## config.mk

```make
export PLATFORM = sky130hd
export DESIGN_NAME = mem_xlate_top
export DESIGN_NICKNAME = d
export VERILOG_FILES = /design/src/hw/xlate_pkg.sv /design/src/hw/tlb_fill_ctrl.sv /design/src/hw/tlb_entry.sv /design/src/hw/xlate_check.sv /design/src/hw/mem_xlate_top.sv
export SDC_FILE = /design/constraint.sdc
export NUM_CORES = 1
export LEC_CHECK = 0
export BUFFER_PORTS_ARGS = -buffer_cell sky130_fd_sc_hd__buf_2
export CORE_MARGIN = 4
export CORE_UTILIZATION = 45
export CTS_BUF_LIST = sky130_fd_sc_hd__clkbuf_4 sky130_fd_sc_hd__clkbuf_8
export DETAILED_ROUTE_END_ITERATION = 10
export PLACE_DENSITY = 0.64
export SLEW_MARGIN = 15
export SYNTH_ARGS = -nofsm -noshare
export SYNTH_HDL_FRONTEND = slang
export SYNTH_SLANG_ARGS = --single-unit
```

## constraint.sdc

```tcl
create_clock -name clk_i -period 10.2 [get_ports clk_i]
set_clock_uncertainty 0.2 [all_clocks]
set_input_delay 1.02 -clock clk_i [delete_from_list [all_inputs] [get_ports clk_i]]
set_output_delay 1.02 -clock clk_i [all_outputs]
set_load 0.03 [all_outputs]
```

## src/hw/xlate_pkg.sv

```systemverilog
// Shared widths, encodings and packed structs for the data translation stage
// Sv39 only: 39-bit virtual, 40-bit physical, 4 KiB pages, no superpages
// Physical tags below DRAM_BASE_PTAG are treated as uncached I/O space
// The device-ID field is the top IO_DID_WIDTH bits of the physical tag

package xlate_pkg;

  // Address geometry
  localparam int VADDR_WIDTH       = 39;
  localparam int PADDR_WIDTH       = 40;
  localparam int PAGE_OFFSET_WIDTH = 12;
  localparam int VTAG_WIDTH        = VADDR_WIDTH - PAGE_OFFSET_WIDTH;
  localparam int PTAG_WIDTH        = PADDR_WIDTH - PAGE_OFFSET_WIDTH;

  // Data TLB geometry
  localparam int DTLB_ENTRIES   = 8;
  localparam int ENTRY_ID_WIDTH = $clog2(DTLB_ENTRIES);

  // Memory map
  localparam int IO_DID_WIDTH = 3;
  localparam logic [PTAG_WIDTH-1:0] DRAM_BASE_PTAG = 28'h0080000;

  // Privilege encoding as in mstatus.MPP
  typedef enum logic [1:0] {
    e_priv_u = 2'd0,
    e_priv_s = 2'd1,
    e_priv_m = 2'd3
  } priv_mode_e;

  // Leaf PTE bits kept by the TLB
  typedef struct packed {
    logic [PTAG_WIDTH-1:0] ptag;
    logic                  u;
    logic                  w;
    logic                  d;
  } pte_leaf_s;

  // TLB fill payload
  typedef struct packed {
    logic [VTAG_WIDTH-1:0] vtag;
    pte_leaf_s             pte;
  } tlb_fill_s;

  // Load or store command
  typedef struct packed {
    logic [VADDR_WIDTH-1:0] vaddr;
    logic                   is_store;
  } xlate_cmd_s;

  // Level configuration, normally sourced from the CSR file
  typedef struct packed {
    priv_mode_e priv_mode;
    logic       sum;
    logic       translation_en;
    logic       uncached_mode;
  } xlate_cfg_s;

  // Translation result
  typedef struct packed {
    logic [PADDR_WIDTH-1:0] paddr;
    logic                   miss;
    logic                   load_page_fault;
    logic                   store_page_fault;
    logic                   load_access_fault;
    logic                   store_access_fault;
    logic                   uncached;
  } xlate_resp_s;

endpackage

```

## src/hw/tlb_fill_ctrl.sv

```systemverilog
// Victim selection for data TLB fills
// Free entries fill lowest index first and leave the pointer alone
// With all entries valid, a round-robin pointer picks the victim
// Flush is not seen here, so a fill lost to a flush may still move the pointer

`timescale 1ns/1ps

module tlb_fill_ctrl (
  input  logic                             clk_i,
  input  logic                             reset_i,
  input  logic                             fill_v_i,
  input  logic [xlate_pkg::DTLB_ENTRIES-1:0] entry_v_i,
  output logic [xlate_pkg::DTLB_ENTRIES-1:0] entry_w_o
);
  import xlate_pkg::*;

  logic [ENTRY_ID_WIDTH-1:0] victim_r;
  logic [ENTRY_ID_WIDTH-1:0] free_id;
  logic [ENTRY_ID_WIDTH-1:0] w_id;
  logic                      has_free;

  // Lowest invalid entry
  always_comb begin
    has_free = 1'b0;
    free_id  = '0;
    for (int i = DTLB_ENTRIES - 1; i >= 0; i--) begin
      if (!entry_v_i[i]) begin
        has_free = 1'b1;
        free_id  = ENTRY_ID_WIDTH'(i);
      end
    end
  end

  assign w_id = has_free ? free_id : victim_r;

  always_comb begin
    entry_w_o       = '0;
    entry_w_o[w_id] = fill_v_i;
  end

  always_ff @(posedge clk_i) begin
    if (reset_i) begin
      victim_r <= '0;
    end else if (fill_v_i && !has_free) begin
      if (victim_r == ENTRY_ID_WIDTH'(DTLB_ENTRIES - 1)) begin
        victim_r <= '0;
      end else begin
        victim_r <= victim_r + 1'b1;
      end
    end
  end

endmodule

```

## src/hw/tlb_entry.sv

```systemverilog
// One fully associative data TLB entry
// Write takes one cycle; the tag compare is combinational
// Flush and reset clear only the valid bit, tag and PTE keep stale data
// Flush beats a write in the same cycle

`timescale 1ns/1ps

module tlb_entry (
  input  logic                             clk_i,
  input  logic                             reset_i,
  input  logic                             flush_i,
  input  logic                             w_i,
  input  xlate_pkg::tlb_fill_s             fill_i,
  input  logic [xlate_pkg::VTAG_WIDTH-1:0] vtag_i,
  output logic                             v_o,
  output logic                             hit_o,
  output xlate_pkg::pte_leaf_s             pte_o
);
  import xlate_pkg::*;

  logic                  v_r;
  logic [VTAG_WIDTH-1:0] vtag_r;
  pte_leaf_s             pte_r;

  always_ff @(posedge clk_i) begin
    if (reset_i || flush_i) begin
      v_r <= 1'b0;
    end else if (w_i) begin
      v_r <= 1'b1;
    end
  end

  always_ff @(posedge clk_i) begin
    if (w_i) begin
      vtag_r <= fill_i.vtag;
      pte_r  <= fill_i.pte;
    end
  end

  assign v_o   = v_r;
  assign hit_o = v_r && (vtag_r == vtag_i);
  assign pte_o = pte_r;

endmodule

```

## src/hw/xlate_check.sv

```systemverilog
// Translation check: hit select, two pipeline stages, permission and PMA checks
// Latency is fixed at 2 cycles, no back-pressure
// poison_i only kills the command sitting in stage 1
// Config is sampled with the command so each command sees its own level
// On a miss all fault flags and uncached read as zero

`timescale 1ns/1ps

module xlate_check (
  input  logic                                    clk_i,
  input  logic                                    reset_i,
  input  logic                                    cmd_v_i,
  input  xlate_pkg::xlate_cmd_s                   cmd_i,
  input  xlate_pkg::xlate_cfg_s                   cfg_i,
  input  logic                                    poison_i,
  input  logic [xlate_pkg::DTLB_ENTRIES-1:0]      hit_i,
  input  xlate_pkg::pte_leaf_s [xlate_pkg::DTLB_ENTRIES-1:0] pte_i,
  output logic                                    resp_v_o,
  output xlate_pkg::xlate_resp_s                  resp_o
);
  import xlate_pkg::*;

  // Stage 0 select
  pte_leaf_s sel_pte;
  logic      any_hit;

  // Stage 1 registers
  logic       cmd_v_r;
  xlate_cmd_s cmd_r;
  xlate_cfg_s cfg_r;
  logic       hit_r;
  pte_leaf_s  pte_r;

  // Stage 1 results
  logic                   xlate_on;
  logic                   lookup_ok;
  logic                   page_ok;
  logic [PADDR_WIDTH-1:0] paddr;
  logic [PTAG_WIDTH-1:0]  ptag;
  logic                   below_dram;
  logic                   priv_fault;
  logic                   write_fault;
  logic                   mode_fault;
  logic                   did_fault;
  logic                   access_fault;
  xlate_resp_s            resp_next;

  // Lowest index wins if a tag was filled twice
  always_comb begin
    sel_pte = '0;
    for (int i = DTLB_ENTRIES - 1; i >= 0; i--) begin
      if (hit_i[i]) begin
        sel_pte = pte_i[i];
      end
    end
  end

  assign any_hit = |hit_i;

  always_ff @(posedge clk_i) begin
    if (reset_i) begin
      cmd_v_r <= 1'b0;
    end else begin
      cmd_v_r <= cmd_v_i;
    end
  end

  always_ff @(posedge clk_i) begin
    cmd_r <= cmd_i;
    cfg_r <= cfg_i;
    hit_r <= any_hit;
    pte_r <= sel_pte;
  end

  assign xlate_on  = cfg_r.translation_en;
  assign lookup_ok = !xlate_on || hit_r;
  assign page_ok   = xlate_on && hit_r;

  // Bare mode zero-extends the virtual address
  assign paddr = xlate_on ? {pte_r.ptag, cmd_r.vaddr[PAGE_OFFSET_WIDTH-1:0]}
                          : PADDR_WIDTH'(cmd_r.vaddr);
  assign ptag  = paddr[PADDR_WIDTH-1 -: PTAG_WIDTH];

  assign below_dram = (ptag < DRAM_BASE_PTAG);

  // SUM lets S mode touch user pages
  assign priv_fault = ((cfg_r.priv_mode == e_priv_s) && !cfg_r.sum && pte_r.u)
                    || ((cfg_r.priv_mode == e_priv_u) && !pte_r.u);
  assign write_fault = !pte_r.w || !pte_r.d;

  // PMA checks
  assign mode_fault   = cfg_r.uncached_mode && !below_dram;
  assign did_fault    = (ptag[PTAG_WIDTH-1 -: IO_DID_WIDTH] != '0);
  assign access_fault = lookup_ok && (mode_fault || did_fault);

  always_comb begin
    resp_next.paddr              = paddr;
    resp_next.miss               = !lookup_ok;
    resp_next.load_page_fault    = page_ok && !cmd_r.is_store && priv_fault;
    resp_next.store_page_fault   = page_ok && cmd_r.is_store && (priv_fault || write_fault);
    resp_next.load_access_fault  = access_fault && !cmd_r.is_store;
    resp_next.store_access_fault = access_fault && cmd_r.is_store;
    resp_next.uncached           = lookup_ok && below_dram;
  end

  always_ff @(posedge clk_i) begin
    if (reset_i) begin
      resp_v_o <= 1'b0;
    end else begin
      resp_v_o <= cmd_v_r && !poison_i;
    end
  end

  always_ff @(posedge clk_i) begin
    resp_o <= resp_next;
  end

endmodule

```

## src/hw/mem_xlate_top.sv

```systemverilog
// Data address translation stage
// Command to response latency is 2 cycles, one command per cycle, no ready
// Fills come from outside on fill_v_i; there is no page-table walker
// A fill or flush is visible to lookups from the next cycle on

`timescale 1ns/1ps

module mem_xlate_top (
  input  logic                   clk_i,
  input  logic                   reset_i,
  input  logic                   cmd_v_i,
  input  xlate_pkg::xlate_cmd_s  cmd_i,
  input  xlate_pkg::xlate_cfg_s  cfg_i,
  input  logic                   poison_i,
  input  logic                   fill_v_i,
  input  logic                   flush_i,
  input  xlate_pkg::tlb_fill_s   fill_i,
  output logic                   resp_v_o,
  output xlate_pkg::xlate_resp_s resp_o
);
  import xlate_pkg::*;

  logic [DTLB_ENTRIES-1:0]  entry_v;
  logic [DTLB_ENTRIES-1:0]  entry_w;
  logic [DTLB_ENTRIES-1:0]  entry_hit;
  pte_leaf_s [DTLB_ENTRIES-1:0] entry_pte;
  logic [VTAG_WIDTH-1:0]    cmd_vtag;

  assign cmd_vtag = cmd_i.vaddr[VADDR_WIDTH-1 -: VTAG_WIDTH];

  tlb_fill_ctrl fill_ctrl (
    .clk_i     (clk_i),
    .reset_i   (reset_i),
    .fill_v_i  (fill_v_i),
    .entry_v_i (entry_v),
    .entry_w_o (entry_w)
  );

  for (genvar i = 0; i < DTLB_ENTRIES; i++) begin : g_entry
    tlb_entry entry (
      .clk_i   (clk_i),
      .reset_i (reset_i),
      .flush_i (flush_i),
      .w_i     (entry_w[i]),
      .fill_i  (fill_i),
      .vtag_i  (cmd_vtag),
      .v_o     (entry_v[i]),
      .hit_o   (entry_hit[i]),
      .pte_o   (entry_pte[i])
    );
  end

  xlate_check check (
    .clk_i    (clk_i),
    .reset_i  (reset_i),
    .cmd_v_i  (cmd_v_i),
    .cmd_i    (cmd_i),
    .cfg_i    (cfg_i),
    .poison_i (poison_i),
    .hit_i    (entry_hit),
    .pte_i    (entry_pte),
    .resp_v_o (resp_v_o),
    .resp_o   (resp_o)
  );

endmodule

```

# Word-level counts from Yosys, hierarchy flattened
# Index checks and enable logic that the tools add are counted.
dict set report totals {
  regBits 600
  latchBits 0
  mem_bits_rw 0
  rom_bits 0
  in_bits 109
  output_inout_bits 47
  mem_count 0
}
dict set report op_classes {
  addsub 1
  mul 0
  div_mod_pow 0
  order_cmp 3
  eq_ne 10
  shifts 0
  muxes 29
  bitwise_logic 1
  reduce_logical 43
}
# op n
set op_table {}
lappend op_table {{$mux W31} 8}
lappend op_table {{$eq A27 B27 Y1} 8}
lappend op_table {{$mux W40} 1}
lappend op_table {{$mux W3} 10}
lappend op_table {{$lt A28 B20 Y1 const B} 1}
lappend op_table {{$logic_and A1 B1 Y1} 24}
lappend op_table {{$logic_not A1 Y1} 10}
lappend op_table {{$mux W1} 9}
lappend op_table {{$and A8 B8 Y8} 1}
lappend op_table {{$reduce_or A8 Y1} 1}
lappend op_table {{$logic_or A1 B1 Y1} 6}
lappend op_table {{$lt A3 B4 Y1 const B} 1}
lappend op_table {{$add A3 B1 Y3 const B} 1}
lappend op_table {{$demux W1 S3} 1}
lappend op_table {{$eq A3 B3 Y1 const B} 1}
lappend op_table {{$ge A3 B1 Y1 const B} 1}
lappend op_table {{$reduce_bool A3 Y1} 1}
lappend op_table {{$eq A2 B1 Y1 const B} 1}
lappend op_table {{$logic_not A2 Y1} 1}

# Logic depth before layout (Yosys ltp)
# Gate-level depths: netlist of the first run.
dict set report logic_depth {
  ltp_word 14
  ltp_mapped 10
  depth_no_buf 7
}

# Cells and area by module
# A second synthesis of the first run with hierarchy kept.
dict set report unflattened {
  cells_unflattened 1261
  area_unflattened_um2 21543.2
}
# module n_inst cells_each area_each_um2
set modules_own_cells {}
lappend modules_own_cells {tlb_entry 8 97 2070.7}
lappend modules_own_cells {xlate_check 1 444 4672.0}
lappend modules_own_cells {tlb_fill_ctrl 1 41 305.3}

# Least setup slack after synthesis of the first run
# Ideal clock, no wire load.
dict set report synth_path {
  kind {in2reg}
  from {input fill_v_i}
  to {register g_entry[0].entry.pte_r, in the netlist g_entry[0].entry.pte_o[0] (enable)}
  arrival_ns 5.174
  required_ns 9.452
  path_slack_ns 4.277
  path_stages 2
  n_path_buf 0
  path_cell_list {o21ai_0 nor3_1}
}
dict set report synth_between {
  elab_chain_cells 1
}
# item line_no
set synth_rtl {}
lappend synth_rtl {{start: declaration} mem_xlate_top.sv:15} ;# input logic fill_v_i,
lappend synth_rtl {{$and A8 B8 Y8 (no source line)} n/a}
lappend synth_rtl {{net g_entry[0].entry.w_i} tlb_entry.sv:12} ;# input logic w_i,
lappend synth_rtl {{end signal: assignment} tlb_entry.sv:36} ;# pte_r <= fill_i.pte;
lappend synth_rtl {{end: declaration} tlb_entry.sv:23} ;# pte_leaf_s pte_r;
# The timed path passes the listed nets, and every way through them passes these cells.
# A chain may end at the register's enable or synchronous reset.

==> impl_results.md, run 1 <==
* Hpwl dp at 35.2 mm
* P_sw at 1.09 mW
* Detail Route Antenna Nets at 0
* Crit share post-route at 37.6%
* Hold buffer count at CTS at 0
* Int Pwr at 3.91 mW
* Footprint of the multi-input gates at 0.00561 sq mm
* Die height at 233 um
* # setup viols final at 0
* Final hold slack at 114 ps
* Total gr overflow at 0
* Row Count at 82
* DRC violations left at 0
* Clock share of power at 42.4%
* First-pass GRT wire length at 85.0 mm
* Status: completed
* Initial Util at 45.5%
* Share of cells above drive strength 1 at 28.2%
* Slew HR at 19.6%
* Die W at 233 um
* Bufs on Longest Clock Path at 3
* Unique cell type count in the Yosys netlist at 52
* Most frequent cells in the layout: 464 x edfxtp_1, 160 x xnor2_1, 155 x buf_2
* Syn_nets at 1477
* Synth warn at 0
* Slowest stage delay, CP at 950 ps
* Pwr dens at 191 mW/mm^2
* GP Congestion at 0.802
* Sw Ratio at 21.8%
* Filler cells at 4138
* Port buffer count at 155
* Placed insts at 2138
* RSZ-0062 raised after global routing: false
* Final instance area at 0.0262 sq mm
* Die area at 0.0544 sq mm
* Clock transition at path regs at 60 ps
* Clock latency on the worst-skew pair at 680 ps
* Setup TNS at 0 ps
* Pre-antenna DRT Iters at 5
* H-tree levels at 3
* Seq/Total Area, Yosys at 73.0%
* Placed instance area at 0.0242 sq mm
* Avg WL per Cell at 25.3 um
* Clock Sinks at 600
* EDFF count, synth at 464
* Worst slack, placed at 5690 ps
* Avg Synthesized Cell Area at 16.7 sq um
* Largest net degree at the start of global routing at 64
* Cell Count, Final, Fillers Out at 2325
* Via count at 12600
* Setup crit end kind: flop
* Num CTS Buffers at 97
* Setup slack after layout at 6360 ps
* Initial antenna violation count at 6
* Core Footprint at 0.0502 sq mm
* # IOs at 156
* Crit path max fanout at 33
* DR iter-0 viols at 1157
* Commonest non-fill, non-tap cell in the layout: edfxtp_1
* CTS root buf: clkbuf_8
* Setup Buffers After CTS at 0
* Combinational group share of total power at 4.0%
* Mapped cell area at 0.0228 sq mm
* Post-synth ARST share at 0%
* Synth Instances at 1366
* Syn-to-layout area delta at 14.9%
* Startpoint Class: primary input
* Crit-path cells: buf_2, xor2_1, nor4_1, nand3_1, nor2_4, nor2b_4, buf_4, o211ai_2, a41oi_2
* WL final at 58.9 mm
* Max_cap viols at 0
* CTS tree: done
* Min-Delay Path Class: flop to flop
* Final hold violation count at 0
* Final Max Tran Viols at 0
* Final net count at 1676
* Data required, critical path at 10470 ps
* GR Util All Layers at 21.5%
* Static leakage at 9.08 nW
* FMAX at 261 MHz
* Top FF cell, synth: edfxtp_1
* Crit path DAT at 4110 ps
* Sequential power share at 53.6%
* Peak supply drop at 0.0803 mV
* Vias in the first global route at 12700
* Final Critical Period at 3840 ps
* Register area at 0.0167 sq mm
* Critical-path top delay cell: nor2_4
* Worst Max-Slew Pin Slew at 1210 ps
* Yosys reg bits at 600
* Critical path type: primary input to flop
* # resized after CTS at 0
* Vias per cell at 5.43
-- worst max-delay path, delay by kind of cell --
| family | cells | cell delay [ps] |
|---|---|---|
| and+or+nand+nor | 4 | 1860 |
| buffers and inverters | 2 | 720 |
| AOI/OAI and AO/OA | 2 | 290 |
| xor gates and xnor gates | 1 | 120 |
-- sequential cells by signal, summed over array words and instances (netlist names) --
register	flops
g_entry.entry.pte_o	248
fill_ctrl.victim_r	3
check.cmd_v_r	1
check.resp_v_o	1
check.xlate_on	1
g_entry.entry.v_o	8
check.pte_r	31
check.hit_r	1
check.cfg_r	4
g_entry.entry.vtag_r	216
check.cmd_r	40
check.resp_o	46
-- cells by family (layout without fill, tap and decap cells) --
logic type | count (synthesis) | after routing | share of synthesized area, %
muxes | 57 | 57 | 2.66
and+or+nand+nor | 198 | 198 | 5.40
buffers and inverters | 113 | 394 | 2.75
other | 0 | 6 | 0
adders and majority gates | 2 | 2 | 0.110
xor gates and xnor gates | 216 | 216 | 8.42
AOI/OAI and AO/OA | 180 | 180 | 7.65
DFF | 600 | 600 | 73.0
-- area by class of cell --
type / count / share of cell area, %
Inverter: 36 / 0.516
Multi-Input combinational cell: 653 / 21.4
Tap cell: 672 / 3.21
Clock buffer: 145 / 6.68
Sequential cell: 600 / 63.6
Clock inverter: 36 / 0.974
Antenna cell: 6 / 0.0573
Timing Repair Buffer: 177 / 3.59
-- synthesized netlist by cell type, drive strengths merged (5+ instances only) --
cell type	n	area share (%)
mux2	29	1.4
a21oi	6	0.13
a221o	28	1.3
a41oi	30	2.1
and4	29	1.1
and2	5	0.14
buf	53	1.8
xnor2	164	6.4
inv	36	0.59
and3	5	0.14
nand3	45	0.99
o21ai	36	0.79
edfxtp	464	61
dfxtp	136	12
nor3	13	0.29
nand4	47	1.3
nor2	17	0.31
xor2	52	2.0
clkbuf	24	0.40
mux2i	28	1.2
o211ai	29	1.6
nand2	9	0.15
nor4	20	0.70
o21a	39	1.3
-- path summary, 6_finish.rpt --
path                            slack (ps)                         from               end  cells after the start
worst max-delay path                  6360                    cmd_i[38]   check.pte_r[25]                      9
worst min-delay path                   110               check.cmd_r[6]  check.resp_o[11]                      0
worst max register to register        6670  g_entry[4].entry.vtag_r[16]   check.pte_r[25]                      8
worst min register to register         110               check.cmd_r[6]  check.resp_o[11]                      0
-- stage by stage --
step | power (mW) | util [%]
6_report | 5.00 | 52.2
5_1_grt | 5.17 | 52.2
4_1_cts | 5.05 | 52.2
3_5_place_dp | 2.94 | 48.2
3_3_place_gp | 2.93 | 48.2
2_1_floorplan | 2.84 | -
-- power groups by stage --
stage	sequential, mW	clock, mW	combinational [mW]
floorplan	2.75	0	0.0885
CTS	2.68	2.16	0.203
global route	2.69	2.27	0.214
global placement	2.73	0	0.199
finish	2.68	2.12	0.201
detailed placement	2.74	0	0.202
-- per-layer routing --
layer,GRT usage (%),part of all wire [%],vias up
li1,-,-,5618
met1,29.0,42,6460
met2,35.6,49,457
met3,4.18,6.5,77
met4,6.48,2.0,4
met5,0,0.034,-
Note: power is estimated with default switching activity, not from simulation.
==> run 2: changes to the inputs <==
--- a/config.mk
+++ b/config.mk
@@ -5,12 +5,13 @@
 export SDC_FILE = /design/constraint.sdc
 export NUM_CORES = 1
 export LEC_CHECK = 0
+export ABC_AREA = 1
 export BUFFER_PORTS_ARGS = -buffer_cell sky130_fd_sc_hd__buf_2
 export CORE_MARGIN = 4
 export CORE_UTILIZATION = 45
 export CTS_BUF_LIST = sky130_fd_sc_hd__clkbuf_4 sky130_fd_sc_hd__clkbuf_8
 export DETAILED_ROUTE_END_ITERATION = 10
-export PLACE_DENSITY = 0.64
+export PLACE_DENSITY = 0.67
 export SLEW_MARGIN = 15
 export SYNTH_ARGS = -nofsm -noshare
 export SYNTH_HDL_FRONTEND = slang
==> constraint.sdc (replaced) <==
create_clock -name clk_i -period 3.2 [get_ports clk_i]
set_clock_uncertainty 0.2 [all_clocks]
set_input_delay 0.32 -clock clk_i [delete_from_list [all_inputs] [get_ports clk_i]]
set_output_delay 0.32 -clock clk_i [all_outputs]
set_load 0.03 [all_outputs]
==> run 2 against run 1 <==
Effect of this change: critical path depth rose by 10; critical path type unchanged; largest cell class unchanged; synthesized area rose by 4.6%; die area rose by 4.4%; cell count rose by 47%; via count rose by 37%; combinational power rose to 4.1 times the previous value; wire length rose by 19%; flip-flop and latch count did not move.
==> impl_results.md, run 2 <==
* Status: completed
* Synth warn at 0
* Clock transition at path regs at 60 ps
* Cell Count, Final, Fillers Out at 3408
* Clock latency on the worst-skew pair at 700 ps
* Via count at 17300
* Sw Ratio at 22.1%
* Combinational group share of total power at 4.9%
* CTS tree: done
* DRC violations left at 0
* Pwr dens at 571 mW/mm^2
* # IOs at 156
* Avg Synthesized Cell Area at 10.4 sq um
* Pre-antenna DRT Iters at 5
* Static leakage at 12.3 nW
* FMAX at 351 MHz
* Bufs on Longest Clock Path at 3
* R2R Setup Slk at 370 ps
* Avg WL per Cell at 20.6 um
* Unique cell type count in the Yosys netlist at 40
* Largest net degree at the start of global routing at 62
* Clock share of power at 43.4%
* Setup crit end kind: flop
* Critical-path top delay cell: dlygate4sd3_1
* Yosys reg bits at 600
* Crit-path cells: dlygate4sd3_1, buf_2, inv_2, nand2_1, nand2_1, inv_1, nand2_1, nor2_1, nand2_1, nor2_1, nand2_1, buf_12, nand2_1, nand2_1, o21ai_0, nand2_1, nand2_1, nand2_1, nand2_1
* Post-synth ARST share at 0%
* Final Max Tran Viols at 0
* Final instance area at 0.0290 sq mm
* Syn-to-layout area delta at 21.5%
* Crit share post-route at 89.1%
* Vias per cell at 5.08
* GR Util All Layers at 24.5%
* Row Count at 84
* Crit path DAT at 3270 ps
* Hpwl dp at 45.0 mm
* Hold Startpoint: cmd_i[7]
* Final hold violation count at 0
* Mapped cell area at 0.0239 sq mm
* Int Pwr at 12.9 mW
* Die area at 0.0568 sq mm
* Critical path type: primary input to flop
* Die W at 238 um
* Most frequent cells in the layout: 760 x nand2_1, 464 x edfxtp_1, 317 x nor2_1
* DR iter-0 viols at 1832
* Num CTS Buffers at 97
* Core Footprint at 0.0526 sq mm
* FF-to-FF path depth at 7
* Peak supply drop at 0.329 mV
* Max_cap viols at 0
* WL final at 70.3 mm
* Commonest non-fill, non-tap cell in the layout: nand2_1
* Setup Buffers After CTS at 0
* Crit Reg-Reg Endpoint: g_entry[1].entry.pte_o[20]
* Crit-path most repeated cell: nand2_1
* Final Core Density at 55.2%
* Reg-to-reg startpoint: g_entry[2].entry.v_o
* Startpoint Class: primary input
* Slowest stage delay, CP at 550 ps
* # setup viols final at 0
* Hold path endpoint: check.cmd_r[7]
* Sequential power share at 51.7%
* Most frequent cell after synthesis: nand2_1
* Worst Max-Slew Pin Slew at 681 ps
* Crit path max fanout at 31
* Synth Instances at 2304
* Initial antenna violation count at 0
* RSZ-0062 raised after global routing: false
* Port buffer count at 155
* Yosys top cell area share at 58.4%
* GP Congestion at 0.934
* P_sw at 3.66 mW
* Slew HR at 54.6%
* Ranking of synthesized cells by area: edfxtp_1 58%, nand2_1 12%, dfxtp_1 11%, nor2_1 5.1%, inv_1 3.3%
* Hold depth at 2
* Initial Util at 45.4%
* Syn_nets at 2415
* Placed instance area at 0.0257 sq mm
* Vias in the first global route at 17200
* Share of cells above drive strength 1 at 15.6%
* Clock Sinks at 600
* Detail Route Antenna Nets at 0
* Seq/Total Area, Yosys at 69.8%
* Data required, critical path at 3620 ps
* # resized after CTS at 0
* Die height at 238 um
* Synth top cells by count: 761 x nand2_1, 464 x edfxtp_1, 326 x nor2_1
* First-pass GRT wire length at 104 mm
* EDFF count, synth at 464
* Total gr overflow at 0
* Top FF cell, synth: edfxtp_1
* Final Critical Period at 2850 ps
* Placed insts at 3115
* CTS root buf: clkbuf_8
* Final net count at 2746
* Min-Delay Path Class: primary input to flop
* Max FFs per register at 248
* Area leader, netlist: edfxtp_1
* H-tree levels at 3
* Worst Setup SP: cmd_i[26]
## run 2: changes by cell type after synthesis, sizes merged, moves of 31 or more
cell | before | now
o21ai | 36 | 70
nand2 | 9 | 761
a21oi | 6 | 72
nor2 | 17 | 331
nand4 | 47 | 8
xor2 | 52 | 21
o21a | 39 | 0
inv | 36 | 236
xnor2 | 164 | 33
## run 2: cell type report
cell class	count	area, sq um
fill	4434	23600
sequential	600	16700
multi-input combinational	1390	5980
timing repair buffer	307	2430
clock buffer	160	1960
inverter	239	897
tap	688	861
clock inverter	23	209
antenna	1	2.50
## run 2: metrics by stage
step	setup TNS (ps)	power (mW)	setup WS, ps	hold WS, ps
floorplan	-75800	9.04	-355	110
global placement	0	9.41	315	110
detailed placement	0	9.42	329	114
CTS	0	16.7	414	7.19
global route	0	17.1	143	44.3
finish	0	16.6	350	65.9
## run 2: power groups by stage
stage          Clock, mW  Combinational (mW)  Sequential (mW)
2_1_floorplan          0               0.262             8.77
3_3_place_gp           0               0.693             8.72
3_5_place_dp           0               0.699             8.72
4_1_cts             7.31               0.806             8.56
5_1_grt             7.66               0.872             8.57
6_report            7.18               0.817             8.56
## run 2: logic make-up (layout without fill, tap and decap cells)
logic type               Yosys count  count (layout)  synth area share (%)
flip-flops                       600             600                  69.8
buffers and inverters            314             729                  5.42
other                              0               1                     0
AO/OA/AOI/OAI                    164             164                  3.66
AND/OR/NAND/NOR                 1169            1169                  19.0
adder cells (fa/ha/maj)            2               2                 0.105
multiplexers                       1               1                0.0420
XOR/XNOR                          54              54                  1.98
## run 2: how the worst max path moves through the flow
stage	endpoint	depth (start not counted)
4_1_cts	g_entry[1].entry.pte_o[20]	7
3_3_place_gp	check.pte_r[28]	13
6_report	check.pte_r[30]	19
3_5_place_dp	check.pte_r[28]	13
2_1_floorplan	g_entry[1].entry.pte_o[0]	6
5_1_grt	g_entry[3].entry.pte_o[17]	9
## run 2: layer usage
layer  global-route usage (%)  vias to the layer above  part of all wire (%)
met5                        0                        -                     0
met2                     38.3                      835                    45
met4                     8.23                        0                   2.8
li1                         -                     8118                     -
met3                     5.42                      133                   9.6
met1                     34.2                     8239                    42
## run 2: repair_timing
| action | CTS | global route |
|---|---|---|
| hold endpoints to repair | 522 | 0 |
| setup endpoints to repair | 0 | 0 |
| hold buffers | 109 | 0 |
## run 2: critical path: cells and delay by family
kind | cells | cell delay, ps
compound gates | 1 | 170
buf+inv | 5 | 1250
simple gates | 13 | 1510
==> run 3: changes to the inputs <==
--- a/config.mk
+++ b/config.mk
@@ -7,11 +7,14 @@
 export LEC_CHECK = 0
 export ABC_AREA = 1
 export BUFFER_PORTS_ARGS = -buffer_cell sky130_fd_sc_hd__buf_2
+export CELL_PAD_IN_SITES_DETAIL_PLACEMENT = 1
+export CELL_PAD_IN_SITES_GLOBAL_PLACEMENT = 2
 export CORE_MARGIN = 4
-export CORE_UTILIZATION = 45
+export CORE_UTILIZATION = 37
 export CTS_BUF_LIST = sky130_fd_sc_hd__clkbuf_4 sky130_fd_sc_hd__clkbuf_8
 export DETAILED_ROUTE_END_ITERATION = 10
-export PLACE_DENSITY = 0.67
+export MAX_ROUTING_LAYER = met4
+export PLACE_DENSITY = 0.8
 export SLEW_MARGIN = 15
 export SYNTH_ARGS = -nofsm -noshare
 export SYNTH_HDL_FRONTEND = slang
==> run 3 against run 2 <==
Effect of this change: global-route usage down 0.59 points; non-clock buffer count up 2; critical path type is now flop to flop; critical path depth down 10; register-to-register slack worse by 70 ps; worst hold slack about the same; clock-buffer cell count up 9; combinational power up 5.4%; cell count up 4.9%; first-iteration DRC count down 26%; worst setup slack worse by 52 ps; largest cell class unchanged; wire length up 13%.
==> impl_results.md, run 3 (synthesized netlist as in run 2, its figures left out) <==
* Core Footprint at 0.0634 sq mm
* Max_cap viols at 0
* Commonest non-fill, non-tap cell in the layout: nand2_1
* Status: completed
* Via count at 17500
* GP Congestion at 0.914
* Total gr overflow at 0
* Pre-antenna DRT Iters at 5
* First-pass GRT wire length at 117 mm
* Final Core Density at 46.2%
* CTS root buf: clkbuf_8
* Detail Route Antenna Nets at 0
* GR Util All Layers at 23.9%
* Setup TNS at 0 ps
* FF-to-FF path depth at 9
* Cell Count, Final, Fillers Out at 3576
* H-tree levels at 3
* Final Critical Period at 2900 ps
* Row Count at 92
* FMAX at 345 MHz
* Most frequent cells in the layout: 760 x nand2_1, 464 x edfxtp_1, 317 x nor2_1
* Max FFs per register at 248
* Hold buffer count at CTS at 110
* DR iter-0 viols at 1360
* Hpwl dp at 50.5 mm
* DRT met1 WL at 34.2 mm
* Largest net degree at the start of global routing at 62
* R2R Setup Slk at 300 ps
* Slew HR at 48.9%
* Peak supply drop at 0.375 mV
* Hold path endpoint: check.cmd_r[0]
* Port buffer count at 155
* Worst Setup SP: g_entry[2].entry.v_o
* Die area at 0.0686 sq mm
* Reg-to-reg startpoint: g_entry[2].entry.v_o
* Placed instance area at 0.0259 sq mm
* Worst slack, placed at 183 ps
* Hold depth at 2
* Avg WL per Cell at 22.2 um
* Placed insts at 3274
* # resized after CTS at 0
* Crit Reg-Reg Endpoint: g_entry[2].entry.vtag_r[13]
* Top layer reached by signal wires: met4
* Clock latency on the worst-skew pair at 710 ps
* Met2 routed WL at 36.9 mm
* # IOs at 156
* CTS tree: done
* Initial Util at 37.6%
* Final net count at 2753
* RSZ-0062 raised after global routing: false
* Setup crit end kind: flop
* Bufs on Longest Clock Path at 3
* Crit path DAT at 3020 ps
* Initial antenna violation count at 5
* Clock Sinks at 600
* Min-Delay Path Class: primary input to flop
* Vias in the first global route at 18500
* Syn-to-layout area delta at 22.9%
* Die height at 262 um
* Crit path max fanout at 58
* Crit share post-route at 90.7%
* Vias per cell at 4.89
* Share of cells above drive strength 1 at 15.8%
* Clock transition at path regs at 60 ps
* Final hold violation count at 0
* Setup slack after layout at 298 ps
* Final Max Tran Viols at 0
* Data required, critical path at 3310 ps
* Num CTS Buffers at 102
* WL final at 79.3 mm
* DRC violations left at 0
* Routed wl met3 at 6.09 mm
* Critical path type: flop to flop
* Pwr dens at 580 mW/mm^2
* # setup viols final at 0
* Setup Buffers After CTS at 0
* Worst Max-Slew Pin Slew at 766 ps
* Hold Startpoint: cmd_i[0]
* Final instance area at 0.0293 sq mm
* Startpoint Class: flop
* Static leakage at 12.4 nW
* Die W at 262 um
==> run 3: cell count changes in the layout (fill, tap and decap cells not counted), moves of 2 or more <==
cell,change
clkinv_2,-3
clkinv_1,+2
clkinvlp_4,-3
diode_2,+2
clkbuf_4,+5
bufinv_16,+2
clkbuf_8,+4
==> run 3: final cells by class <==
| type | count | area, sq um |
|---|---|---|
| fillers | 6997 | 34100 |
| flip-flops and latches | 600 | 16700 |
| multi-input cells | 1390 | 5980 |
| repair buffers | 309 | 2440 |
| clock buffers | 169 | 2050 |
| well taps | 846 | 1060 |
| inverters | 239 | 897 |
| clock inverters | 20 | 230 |
| diodes | 3 | 7.51 |
==> run 3: where the power goes <==
part	switching, mW	internal [mW]	total, mW
Clock	3.14	4.44	7.57
Combinational	0.588	0.273	0.861
Sequential	0.0442	8.52	8.56
Total	3.77	13.2	17.0
==> run 3: layer usage <==
| layer | GRT usage [%] | up-vias |
|---|---|---|
| li1 | - | 8132 |
| met1 | 31.6 | 8607 |
| met2 | 37.4 | 617 |
| met3 | 4.96 | 141 |
| met4 | 7.36 | 0 |
| met5 | - | - |
==> run 3: how the worst max path moves through the flow <==
stage / cells past startpoint / endpoint / slack [ps]
floorplan: 6 / g_entry[1].entry.pte_o[0] / -360
global placement: 18 / check.pte_r[30] / 280
detailed placement: 18 / check.pte_r[30] / 180
CTS: 9 / g_entry[2].entry.vtag_r[13] / 350
global route: 19 / check.pte_r[30] / 100
finish: 9 / g_entry[2].entry.vtag_r[13] / 300
==> run 3: critical path, cell delays in order, from the launching register on <==
cell and delay, ps:
dfxtp_1 340, inv_1 160, nor4_1 520, nand2_1 140
o21ai_0 310, inv_1 100, nor2_1 130, nand2_1 100
inv_2 80, buf_12 370
==> run 3: through the flow <==
stage | total power [mW] | hold slack (ps)
after global routing | 17.6 | 29.9
after detailed placement | 9.47 | 113
after CTS | 17.2 | 0.197
after floorplan | 9.04 | 110
final | 17.0 | 65.7
after global placement | 9.45 | 110
